<file path="src/hw/rv_core_pkg.sv">
`default_nettype none

package rv_core_pkg;

    localparam int XLEN       = 32;
    localparam int REG_ADDR_W = 5;

    typedef logic [XLEN-1:0]       word_t;
    typedef logic [REG_ADDR_W-1:0] reg_addr_t;

    // Major opcodes handled by the core
    localparam logic [6:0] OPC_OP     = 7'b0110011;
    localparam logic [6:0] OPC_OP_IMM = 7'b0010011;

    typedef enum logic [3:0] {
        ADD,
        SUB,
        SLL,
        SLT,
        SLTU,
        XOR,
        SRL,
        SRA,
        OR,
        AND
    } alu_op_e;

    typedef struct packed {
        logic [6:0] funct7;
        reg_addr_t  rs2;
        reg_addr_t  rs1;
        logic [2:0] funct3;
        reg_addr_t  rd;
        logic [6:0] opcode;
    } r_view_t;

    typedef struct packed {
        logic [11:0] imm12;
        reg_addr_t   rs1;
        logic [2:0]  funct3;
        reg_addr_t   rd;
        logic [6:0]  opcode;
    } i_view_t;

    // One instruction word in register or immediate layout
    typedef union packed {
        r_view_t r;
        i_view_t i;
    } instr_u;

    typedef struct packed {
        logic      valid;
        reg_addr_t rd;
        reg_addr_t rs1;
        reg_addr_t rs2;
        word_t     rs1_data;
        word_t     rs2_data;
        word_t     imm;
        logic      use_imm;
        alu_op_e   alu_op;
    } id_ex_t;

    typedef struct packed {
        logic      valid;
        reg_addr_t rd;
        word_t     result;
    } ex_wb_t;

endpackage

`default_nettype wire
</file>
<file path="src/hw/rv_core.sv">
`timescale 1ns/10ps
`default_nettype none

module rv_core (
    input  logic                  i_clk,
    input  logic                  i_reset,
    input  logic                  i_instr_valid,
    input  rv_core_pkg::word_t     i_instr,
    output logic                  o_wb_valid,
    output rv_core_pkg::reg_addr_t o_wb_rd,
    output rv_core_pkg::word_t     o_wb_data
);
    import rv_core_pkg::*;

    id_ex_t id_ex;
    ex_wb_t ex_wb;

    decode_stage u_decode (
        .i_clk         (i_clk),
        .i_reset       (i_reset),
        .i_instr_valid (i_instr_valid),
        .i_instr       (i_instr),
        .i_wb          (ex_wb),
        .o_id_ex       (id_ex)
    );

    execute_stage u_execute (
        .i_clk   (i_clk),
        .i_reset (i_reset),
        .i_id_ex (id_ex),
        .o_ex_wb (ex_wb)
    );

    // Writeback register drives the outputs directly
    assign o_wb_valid = ex_wb.valid;
    assign o_wb_rd    = ex_wb.rd;
    assign o_wb_data  = ex_wb.result;

endmodule

`default_nettype wire

</file>
<file path="src/hw/execute_stage.sv">
`timescale 1ns/10ps
`default_nettype none

module execute_stage (
    input  logic               i_clk,
    input  logic               i_reset,
    input  rv_core_pkg::id_ex_t i_id_ex,
    output rv_core_pkg::ex_wb_t o_ex_wb
);
    import rv_core_pkg::*;

    ex_wb_t ex_wb_d;
    ex_wb_t ex_wb_q;
    word_t  src_a;
    word_t  rs2_fwd;
    word_t  src_b;
    word_t  alu_result;

    // Result of the previous instruction bypasses the register file
    function automatic word_t forward(reg_addr_t rs, word_t rf_data, ex_wb_t wb);
        if (wb.valid && (wb.rd != '0) && (wb.rd == rs)) begin
            return wb.result;
        end
        return rf_data;
    endfunction

    always_comb begin
        src_a   = forward(i_id_ex.rs1, i_id_ex.rs1_data, ex_wb_q);
        rs2_fwd = forward(i_id_ex.rs2, i_id_ex.rs2_data, ex_wb_q);
        src_b   = i_id_ex.use_imm ? i_id_ex.imm : rs2_fwd;
    end

    alu u_alu (
        .i_op     (i_id_ex.alu_op),
        .i_a      (src_a),
        .i_b      (src_b),
        .o_result (alu_result)
    );

    always_comb begin
        ex_wb_d.valid  = i_id_ex.valid;
        ex_wb_d.rd     = i_id_ex.rd;
        ex_wb_d.result = alu_result;
    end

    always_ff @(posedge i_clk) begin
        ex_wb_q <= ex_wb_d;
        if (i_reset) begin
            ex_wb_q.valid <= 1'b0;
        end
    end

    assign o_ex_wb = ex_wb_q;

    // Bubbles for x0 are made back in decode
    a_wb_rd_nonzero: assert property (@(posedge i_clk) disable iff (i_reset)
        o_ex_wb.valid |-> (o_ex_wb.rd != '0));

endmodule

`default_nettype wire

</file>
<file path="src/hw/decode_stage.sv">
`timescale 1ns/10ps
`default_nettype none

module decode_stage (
    input  logic                i_clk,
    input  logic                i_reset,
    input  logic                i_instr_valid,
    input  rv_core_pkg::word_t   i_instr,
    input  rv_core_pkg::ex_wb_t  i_wb,
    output rv_core_pkg::id_ex_t  o_id_ex
);
    import rv_core_pkg::*;

    localparam logic [6:0] F7_BASE = 7'h00;
    localparam logic [6:0] F7_ALT  = 7'h20;

    instr_u     instr_q;
    logic       instr_valid_q;
    logic       supported;
    logic       use_imm;
    alu_op_e    alu_op;
    logic [6:0] shift_hi;
    reg_addr_t  rs2_addr;
    word_t      rs1_data;
    word_t      rs2_data;
    id_ex_t     id_ex_d;
    id_ex_t     id_ex_q;

    always_ff @(posedge i_clk) begin
        instr_q <= i_instr;
        if (i_reset) begin
            instr_valid_q <= 1'b0;
        end else begin
            instr_valid_q <= i_instr_valid;
        end
    end

    // Upper immediate bits qualify the shift-immediate forms
    assign shift_hi = instr_q.i.imm12[11:5];

    always_comb begin
        supported = 1'b0;
        use_imm   = 1'b0;
        alu_op    = ADD;
        case (instr_q.r.opcode)
            OPC_OP: begin
                supported = 1'b1;
                case ({instr_q.r.funct7, instr_q.r.funct3})
                    {F7_BASE, 3'b000}: alu_op = ADD;
                    {F7_ALT,  3'b000}: alu_op = SUB;
                    {F7_BASE, 3'b001}: alu_op = SLL;
                    {F7_BASE, 3'b010}: alu_op = SLT;
                    {F7_BASE, 3'b011}: alu_op = SLTU;
                    {F7_BASE, 3'b100}: alu_op = XOR;
                    {F7_BASE, 3'b101}: alu_op = SRL;
                    {F7_ALT,  3'b101}: alu_op = SRA;
                    {F7_BASE, 3'b110}: alu_op = OR;
                    {F7_BASE, 3'b111}: alu_op = AND;
                    default:           supported = 1'b0;
                endcase
            end
            OPC_OP_IMM: begin
                supported = 1'b1;
                use_imm   = 1'b1;
                case (instr_q.i.funct3)
                    3'b000: alu_op = ADD;
                    3'b001: begin
                        alu_op    = SLL;
                        supported = (shift_hi == F7_BASE);
                    end
                    3'b010: alu_op = SLT;
                    3'b011: alu_op = SLTU;
                    3'b100: alu_op = XOR;
                    3'b101: begin
                        alu_op    = (shift_hi == F7_ALT) ? SRA : SRL;
                        supported = (shift_hi == F7_BASE) || (shift_hi == F7_ALT);
                    end
                    3'b110: alu_op = OR;
                    default: alu_op = AND;
                endcase
            end
            default: supported = 1'b0;
        endcase
    end

    // No second source for immediate forms
    assign rs2_addr = use_imm ? '0 : instr_q.r.rs2;

    regfile u_regfile (
        .i_clk    (i_clk),
        .i_reset  (i_reset),
        .i_we     (i_wb.valid),
        .i_waddr  (i_wb.rd),
        .i_wdata  (i_wb.result),
        .i_raddr1 (instr_q.r.rs1),
        .i_raddr2 (rs2_addr),
        .o_rdata1 (rs1_data),
        .o_rdata2 (rs2_data)
    );

    always_comb begin
        id_ex_d.valid    = instr_valid_q && supported && (instr_q.r.rd != '0);
        id_ex_d.rd       = instr_q.r.rd;
        id_ex_d.rs1      = instr_q.r.rs1;
        id_ex_d.rs2      = rs2_addr;
        id_ex_d.rs1_data = rs1_data;
        id_ex_d.rs2_data = rs2_data;
        id_ex_d.imm      = {{(XLEN-12){instr_q.i.imm12[11]}}, instr_q.i.imm12};
        id_ex_d.use_imm  = use_imm;
        id_ex_d.alu_op   = alu_op;
    end

    always_ff @(posedge i_clk) begin
        id_ex_q <= id_ex_d;
        if (i_reset) begin
            id_ex_q.valid <= 1'b0;
        end
    end

    assign o_id_ex = id_ex_q;

    a_imm_from_op_imm: assert property (@(posedge i_clk) disable iff (i_reset)
        o_id_ex.use_imm |-> ($past(instr_q.r.opcode) == OPC_OP_IMM));

endmodule

`default_nettype wire

</file>
<file path="src/hw/alu.sv">
`timescale 1ns/10ps
`default_nettype none

module alu (
    input  rv_core_pkg::alu_op_e i_op,
    input  rv_core_pkg::word_t   i_a,
    input  rv_core_pkg::word_t   i_b,
    output rv_core_pkg::word_t   o_result
);
    import rv_core_pkg::*;

    logic [4:0] shamt;
    logic       lt_signed;
    logic       lt_unsigned;

    // Shift amount from the low 5 bits only
    assign shamt = i_b[4:0];

    assign lt_signed   = $signed(i_a) < $signed(i_b);
    assign lt_unsigned = i_a < i_b;

    always_comb begin
        case (i_op)
            ADD: begin
                o_result = i_a + i_b;
            end
            SUB: begin
                o_result = i_a - i_b;
            end
            SLL: begin
                o_result = i_a << shamt;
            end
            SLT: begin
                o_result = word_t'(lt_signed);
            end
            SLTU: begin
                o_result = word_t'(lt_unsigned);
            end
            XOR: begin
                o_result = i_a ^ i_b;
            end
            SRL: begin
                o_result = i_a >> shamt;
            end
            SRA: begin
                // Sign bit fills from the left
                o_result = word_t'($signed(i_a) >>> shamt);
            end
            OR: begin
                o_result = i_a | i_b;
            end
            AND: begin
                o_result = i_a & i_b;
            end
            default: begin
                o_result = '0;
            end
        endcase
    end

endmodule

`default_nettype wire

</file>
<file path="src/hw/regfile.sv">
`timescale 1ns/10ps
`default_nettype none

module regfile (
    input  logic                  i_clk,
    input  logic                  i_reset,
    input  logic                  i_we,
    input  rv_core_pkg::reg_addr_t i_waddr,
    input  rv_core_pkg::word_t     i_wdata,
    input  rv_core_pkg::reg_addr_t i_raddr1,
    input  rv_core_pkg::reg_addr_t i_raddr2,
    output rv_core_pkg::word_t     o_rdata1,
    output rv_core_pkg::word_t     o_rdata2
);
    import rv_core_pkg::*;

    localparam int NUM_REGS = 2 ** REG_ADDR_W;

    // x0 has no storage
    word_t regs [1:NUM_REGS-1];

    function automatic word_t read_port(reg_addr_t addr);
        if (addr == '0) begin
            return '0;
        end
        // Write-through for the instruction two behind the writer
        if (i_we && (addr == i_waddr)) begin
            return i_wdata;
        end
        return regs[addr];
    endfunction

    always_ff @(posedge i_clk) begin
        if (i_reset) begin
            for (int i = 1; i < NUM_REGS; i++) begin
                regs[i] <= '0;
            end
        end else if (i_we && (i_waddr != '0)) begin
            regs[i_waddr] <= i_wdata;
        end
    end

    always_comb begin
        o_rdata1 = read_port(i_raddr1);
        o_rdata2 = read_port(i_raddr2);
    end

    // Decode must have turned rd == x0 into a bubble
    a_no_x0_write: assert property (@(posedge i_clk) disable iff (i_reset)
        i_we |-> (i_waddr != '0));

endmodule

`default_nettype wire

</file>
<file path="config.mk">
export PLATFORM = sky130hd
export DESIGN_NAME = rv_core
export DESIGN_NICKNAME = d
export VERILOG_FILES = /design/src/hw/rv_core_pkg.sv /design/src/hw/rv_core.sv /design/src/hw/execute_stage.sv /design/src/hw/decode_stage.sv /design/src/hw/alu.sv /design/src/hw/regfile.sv
export SDC_FILE = /design/constraint.sdc
export NUM_CORES = 2
export LEC_CHECK = 0
export ABC_AREA = 0
export BUFFER_PORTS_ARGS = -buffer_cell sky130_fd_sc_hd__buf_4
export CAP_MARGIN = 0
export CELL_PAD_IN_SITES_DETAIL_PLACEMENT = 0
export CELL_PAD_IN_SITES_GLOBAL_PLACEMENT = 1
export CORE_AREA = 2 2 384 386
export CTS_CLUSTER_DIAMETER = 120
export DETAILED_ROUTE_END_ITERATION = 8
export DIE_AREA = 0 0 386 388
export GPL_TIMING_DRIVEN = 0
export PLACE_DENSITY = 0.8
export SETUP_SLACK_MARGIN = 0.2
export SLEW_MARGIN = 25
export SYNTH_ARGS = -nofsm -noshare
export SYNTH_HDL_FRONTEND = slang
export SYNTH_SLANG_ARGS = --single-unit
</file>
<file path="constraint.sdc">
create_clock -name i_clk -period 5 [get_ports i_clk]
set_input_delay 1 -clock i_clk [delete_from_list [all_inputs] [get_ports i_clk]]
set_output_delay 1 -clock i_clk [all_outputs]
set_load 0.02 [all_outputs]
</file>
# Yosys cells after proc, flatten, opt, wreduce, memory -nomap -nowiden
# Memory sizes are Yosys's and may differ from the RTL's. A register that Yosys moved wholly into a read port is not among the register bits.
# Index checks and enable logic that the tools add are counted.
[classes]
n_shift = 3
n_reduce_logical = 18
eq_ne = 31
bitwise_logic = 3
n_mux = 39
add_sub_neg = 2
order_cmp = 2
[ops]
columns = ["cell", "count"]
rows = [
  ["$mux W32", 14],
  ["$pmux W32 S10", 1],
  ["$lt A32 B32 Y1", 2],
  ["$eq A10 B3 Y1 const B", 4],
  ["$pmux W4 S9", 1],
  ["$add A32 B32 Y32", 1],
  ["$and A32 B32 Y32", 1],
  ["$or A32 B32 Y32", 1],
  ["$reduce_or A32 Y1", 1],
  ["$shl A32 B5 Y32", 1],
  ["$shr A32 B5 Y32", 1],
  ["$sshr A32 B5 Y32", 1],
  ["$sub A32 B32 Y32", 1],
  ["$xor A32 B32 Y32", 1],
  ["$pmux W4 S7", 1],
  ["$eq A10 B2 Y1 const B", 2],
  ["$eq A10 B9 Y1 const B", 2],
  ["$eq A5 B5 Y1", 4],
  ["$mux W1", 17],
  ["$eq A4 B3 Y1 const B", 4],
  ["$eq A7 B6 Y1 const B", 2],
  ["$eq A10 B1 Y1 const B", 1],
  ["$logic_not A10 Y1", 1],
  ["$logic_not A5 Y1", 2],
  ["other kinds (17)", 31],
]
[totals]
ramBits = 992
regBits = 168
elab_cells = 113
memories = 1
input_bits = 35
output_inout_bits = 38
[mem_list]
columns = ["memory", "words", "word_bits", "rd", "rd_ports_with_merged_regs", "write_ports", "line", "text"]
rows = [
  ["u_decode.u_regfile.regs", 31, 32, 2, 1, 31, "regfile.sv:20", "word_t regs [1:NUM_REGS-1];"],
]

# Logic depth before layout (Yosys ltp)
[logic_depth]
depth_word = 9
depth_mapped = 23
depth_no_buf = 17

# Hierarchy
# From an unflattened synthesis, not the netlist that was laid out.
[unflattened]
hier_cells = 5331
area_unflattened_um2 = 67828.8
[modules_own_cells]
columns = ["module", "cells_each", "area_per_inst_um2", "seq_area_each_um2", "instances"]
rows = [
  ["regfile", 3740, 54718.7, 30749.5, 1],
  ["alu", 1231, 8196.6, 0.0, 1],
  ["decode_stage", 194, 3046.7, 2602.5, 1],
  ["execute_stage", 166, 1866.8, 760.7, 1],
]

# Worst setup path before layout
# No wires, ideal clock.
[synth_path]
path_type = "flip-flop to flip-flop"
startpoint = "reg u_execute.ex_wb_q, in the netlist u_execute.o_ex_wb[34]"
endpoint = "reg u_execute.ex_wb_q, in the netlist u_execute.o_ex_wb[28]"
path_buffers = 3
arrival_ns = 5.243
required_time_ns = 4.880
synth_period_minus_slack_ns = 5.363
setup_time_ns = 0.120
stages_incl_launch_ff = 20
setup_slack_ns = -0.363
path_cell_list = "dfxtp_1 or3_1 buf_2 o311a_1 nand2_1 clkbuf_1 mux2_2 o21a_1 ha_1 clkbuf_1 and3_1 and3_1 a221oi_1 o311ai_0 nand4_1 a211oi_1 a2111oi_0 nor3_1 xnor2_1 a211o_1"
[synth_via]
elab_chain_cells = 8
word_cells_on_any_way = 20
classes_between = "2 x add/sub; 2 x eq/ne; 3 x shift; 6 x mux; 3 x bitwise; 4 x reduce/logical"
[synth_lines]
columns = ["element", "line", "text"]
rows = [
  ["start: declaration", "execute_stage.sv:13", "ex_wb_t ex_wb_q;"],
  ["start signal: assignment", "execute_stage.sv:47", "ex_wb_q <= ex_wb_d;"],
  ["$reduce_bool A5 Y1", "execute_stage.sv:21", "if (wb.valid && (wb.rd != '0) && (wb.rd == rs)) begin"],
  ["$logic_and A1 B1 Y1 (2 in a row)", "execute_stage.sv:21", ""],
  ["$mux W1", "execute_stage.sv:21", ""],
  ["$mux W32", "execute_stage.sv:24", "return rf_data;"],
  ["$mux W32", "execute_stage.sv:30", "src_b = i_id_ex.use_imm ? i_id_ex.imm : rs2_fwd;"],
  ["$sub A32 B32 Y32, or another cell as far along", "alu.sv:28", "o_result = i_a - i_b;"],
  ["$pmux W32 S10 (*)", "alu.sv:23", "case (i_op)"],
  ["net u_execute.alu_result[28]", "execute_stage.sv:17", "word_t alu_result;"],
]
# Mark *: on every way through the listed nets, which the timed path passes. The rest lies on a longest branch.
# A chain may end at the register's enable or synchronous reset.

# Final worst setup path
[layout_path]
startpoint = "reg u_execute.ex_wb_q, in the netlist u_execute.o_ex_wb[36]"
endpoint = "reg u_execute.ex_wb_q, in the netlist u_execute.o_ex_wb[0]"
[layout_via]
elab_chain_cells = 8
word_cells_on_any_way = 22
classes_between = "2 x add/sub; 2 x order compare; 2 x eq/ne; 3 x shift; 6 x mux; 3 x bitwise; 4 x reduce/logical"
[layout_lines]
columns = ["element", "line"]
rows = [
  ["$reduce_bool A5 Y1", "execute_stage.sv:21"],
  ["$logic_and A1 B1 Y1 (2 in a row)", "execute_stage.sv:21"],
  ["$mux W1", "execute_stage.sv:21"],
  ["$mux W32", "execute_stage.sv:24"],
  ["$mux W32", "execute_stage.sv:30"],
  ["$sub A32 B32 Y32, or another cell as far along", "alu.sv:28"],
  ["$pmux W32 S10 (*)", "alu.sv:23"],
  ["net u_execute.alu_result[0]", "execute_stage.sv:17"],
]
# Marked as above.

==> flow_metrics.py <==
metrics = {
    "logic_synthesis": {
        "synth_top_family_by_area": "multiplexers",
        "synth_ff_type": "sky130_fd_sc_hd__edfxtp_1",
        "number_of_flops_mapped_to_enable_cells_by_yosys": 1024,
        "postSynth.asyncResetShare_pct": 0,
        "ys_top_cells_by_area": "sky130_fd_sc_hd__edfxtp_1, sky130_fd_sc_hd__mux4_2, sky130_fd_sc_hd__and2_1",
        "flops_latches_synth": 1192,
        "yosysTopAreaCellShare_pct": 44.2,
        "yosys-mux-area-fraction_pct": 16.9,
        "postSynthCellCount": 6123,
        "synth_simple_gate_area_share_pct": 16.1,
        "synth_compound_gate_area_share_pct": 11.6,
        "synth_seq_area_share_pct": 49.1,
        "avgSynthCellArea_um2": 11.4,
        "synth_fa_ha_area_share_pct": 1.80,
        "yosysWarnings": 0,
        "synth_common_cells": "sky130_fd_sc_hd__edfxtp_1, sky130_fd_sc_hd__and2_1, sky130_fd_sc_hd__nand2_1, sky130_fd_sc_hd__clkbuf_1, sky130_fd_sc_hd__mux4_2",
        "syn_area_um2": 69500,
        "synth_area_leader_cell": "sky130_fd_sc_hd__edfxtp_1",
        "xor_and_xnor_fraction_of_the_mapped_netlist_area_pct": 0.655,
        "netlist-cell-type-count": 88,
        "post-synth-top-count-cell": "sky130_fd_sc_hd__edfxtp_1",
    },
    "worst_setup_path": {
        "worst-path-buf-inv": 4,
        "timing.rr.start": "u_execute.o_ex_wb[36]",
        "kind_of_cell_adding_the_most_delay_to_the_critical_path": "simple AND/OR/NAND/NOR gates",
        "r2r_end": "u_execute.o_ex_wb[0]",
        "critical_path_arrival_ns": 5.96,
        "crit_type": "flop to flop",
        "timing.critical_path.depth": 18,
        "endpoint": "u_execute.o_ex_wb[0]",
        "setup.worst_path.end_class": "flop",
        "critPathMaxFanout": 10,
        "worst_path_max_delay_cell": "sky130_fd_sc_hd__or4_4",
        "setup.worst_path.start_class": "flop",
        "worst_path_largest_cell_delay_ns": 0.48,
        "timing.critical_path.mode_cell": "sky130_fd_sc_hd__or3_4",
        "worst_r2r_path_depth": 18,
        "crit_path_cell_trace": "or3_4, buf_6, o311a_4, nand2_8, clkbuf_16, mux2_2, o21a_4, ha_1, buf_8, or3_4, or3_4, or3_1, nor3_2, a2111o_1, buf_4, nand3_2, and3b_2, or4_4",
        "ff2ff_setup_slack_ns": -0.30,
        "crit_required_ns": 5.67,
        "timing.critical_path.from": "u_execute.o_ex_wb[36]",
    },
    "timing": {
        "setup_violations": 15,
        "clock.fmax_ghz": 0.189,
        "setup_ws_ns": -0.299,
        "timing.slew.headroom_pct": 14.0,
        "unrepaired_setup_endpoints_after_global_routing": "true",
        "finalMaxSlewViolations": 0,
        "worst_pin_slew_ns": 1.29,
        "period_needed_ns": 5.30,
        "post-route-period-util_pct": 106,
        "finalHoldViolations": 0,
        "fin_worst_skew_ns": 0.0564,
    },
    "cts": {
        "tritoncts": "built",
        "ctsRootBufferMaster": "sky130_fd_sc_hd__clkbuf_16",
        "clk-insertion-delay-late_ns": 0.84,
        "postCtsHoldBufs": 0,
        "cts_buffers": 136,
        "cts.clk_slew.worst_paths_ns": 0.06,
        "htree_num_levels": 4,
        "cts.path.max_buffers": 3,
        "clock_sinks": 1192,
    },
    "drt": {
        "via_per_inst": 6.88,
        "drt-wirelength-per-cell_um": 38.5,
        "route.final.wire_length_um": 326000,
        "routed-via-count": 58300,
        "route.detailed.drc": 10,
        "first_iter_violations": 9205,
        "ant_nets": 0,
        "detail_route.first_pass.iterations": 9,
    },
    "pwr": {
        "pwr_density_cell_nw_per_um2": 399,
        "power.leakage_nw": 29.4,
        "power.ir.vdd_worst_uv": 333,
    },
    "global_routing": {
        "grt_antenna_before_repair": 36,
        "vias_in_the_first_global_route": 55900,
        "grt_overflow": 0,
        "grt_start_max_net_pins": 33,
        "grt_pass1_wl_um": 441000,
        "gr-usage-all-layers_pct": 42.8,
    },
    "floorplanning": {
        "initial_core_util_pct": 47.9,
        "die_width_um": 386,
        "fp.coreArea_um2": 145000,
        "floorplan.rows": 140,
        "die_height_um": 388,
        "top_level_ports": 73,
        "floorplan.die_area_um2": 150000,
    },
    "finish": {
        "drive_gt1_share_pct": 17.8,
        "layout.filler_cells": 12600,
        "flow.area_growth_from_synthesis_pct": 14.7,
        "final_core_utilization_pct": 54.9,
        "nets": 6571,
        "stdcell_count": 8480,
    },
    "place": {
        "placement.io_buffers": 72,
        "place.detailed.hpwl_um": 246000,
        "place.gp.congestion": 1.05,
        "numPlacedInstances": 8148,
    },
    "status": {
        "result_of_the_run": "finished, violations left",
        "failed_checks": "DRC, setup timing",
    },
    "min_path": {
        "worstHoldPathType": "input port to flop",
    },
    "run": {
        "timing.max_cap.violations": 0,
    },
}
## through the flow
| stage | cell area, um2 | total power [W] | worst slack, ns | hold WS [ns] | setup TNS, ns |
|---|---|---|---|---|---|
| floorplan | 69800 | 0.0161 | 0.122 | 0.309 | 0 |
| global placement | 72700 | 0.0202 | -2.67 | 0.312 | -80.40 |
| detailed placement | 72900 | 0.0202 | -2.28 | 0.312 | -60.72 |
| CTS | 79000 | 0.0310 | -0.335 | 0.266 | -2.56 |
| global route | 79700 | 0.0322 | -0.384 | 0.275 | -3.83 |
| finish | 79800 | 0.0318 | -0.299 | 0.282 | -2.45 |
## per-layer routing
| layer | track usage, % | vias to the layer above | part of all wire [%] |
|---|---|---|---|
| met3 | 13.7 | 1244 | 13 |
| met2 | 64.3 | 4772 | 44 |
| li1 | - | 23400 | - |
| met4 | 26.6 | 18 | 7.8 |
| met5 | 0.162 | - | 0.037 |
| met1 | 53.5 | 28900 | 35 |
## cell type report
type | instances | area (um2) | area share (%)
antenna | 15 | 37.5 | 0.0471
timing repair buffer | 146 | 1220 | 1.53
buffer | 591 | 2980 | 3.74
clock buffer | 166 | 3690 | 4.63
clock inverter | 83 | 950 | 1.19
tap | 1917 | 2400 | 3.01
inverter | 97 | 374 | 0.469
sequential | 1192 | 34100 | 42.8
multi-input combinational | 4273 | 34000 | 42.6
## cells in the final DEF (no fill, tap or decap), drive strengths merged, types with 168 or more instances in the layout
cell type / netlist / routed
nand2: 497 / 497
dfxtp: 168 / 168
edfxtp: 1024 / 1024
and2: 996 / 996
a21oi: 291 / 291
clkbuf: 491 / 649
mux2i: 312 / 312
nor2: 245 / 245
buf: 101 / 253
mux4: 320 / 320
o21ai: 275 / 275
## how the worst min path moves through the flow
stage | startpoint | endpoint | slack [ns] | cells past startpoint
after floorplan | u_decode.o_id_ex[113] | u_execute.o_ex_wb[34] | 0.31 | 0
after global placement | u_decode.o_id_ex[114] | u_execute.o_ex_wb[35] | 0.31 | 0
after detailed placement | u_decode.o_id_ex[114] | u_execute.o_ex_wb[35] | 0.31 | 0
after CTS | i_instr[19] | u_decode.instr_q[19] | 0.27 | 1
after global routing | i_instr[18] | u_decode.instr_q[18] | 0.28 | 1
final | i_instr[22] | u_decode.instr_q[22] | 0.28 | 1
## worst reg2reg max path: stages (launching register included)
cell,delay [ns]
sky130_fd_sc_hd__dfxtp_4,0.38
sky130_fd_sc_hd__or3_4,0.40
sky130_fd_sc_hd__buf_6,0.14
sky130_fd_sc_hd__o311a_4,0.35
sky130_fd_sc_hd__nand2_8,0.13
sky130_fd_sc_hd__clkbuf_16,0.20
sky130_fd_sc_hd__mux2_2,0.36
sky130_fd_sc_hd__o21a_4,0.23
sky130_fd_sc_hd__ha_1,0.32
sky130_fd_sc_hd__buf_8,0.15
sky130_fd_sc_hd__or3_4,0.40
sky130_fd_sc_hd__or3_4,0.39
sky130_fd_sc_hd__or3_1,0.34
sky130_fd_sc_hd__nor3_2,0.15
sky130_fd_sc_hd__a2111o_1,0.25
sky130_fd_sc_hd__buf_4,0.14
sky130_fd_sc_hd__nand3_2,0.05
sky130_fd_sc_hd__and3b_2,0.30
sky130_fd_sc_hd__or4_4,0.49
## cells by family after synthesis
group	Yosys count
flops	1192
simple gates	2110
other cells	1
buf+inv	689
compound gates	1227
mux	753
xor+xnor	52
fa+ha+maj	99
## what timing repair did
action,CTS,global route
endpoints found under the setup margin,64,52
resized for setup,277,143
pin swaps,65,72
setup buffers,44,25
gates cloned,0,0
## registers in the layout, indices dropped and copies added (netlist names)
name                     cells
u_decode.u_regfile.regs   1024
u_decode.instr_q            32
u_decode.o_id_ex            97
u_execute.o_ex_wb           38
u_decode.instr_valid_q       1
## power by group
group | switching, W | total [W] | leakage [nW] | internal (W)
registers | 0.00118 | 0.0126 | 12.0 | 0.0114
clock network | 0.00455 | 0.0106 | 2.26 | 0.00600
logic | 0.00606 | 0.00869 | 15.1 | 0.00263
No activity file was read; power rests on OpenSTA's default activity.
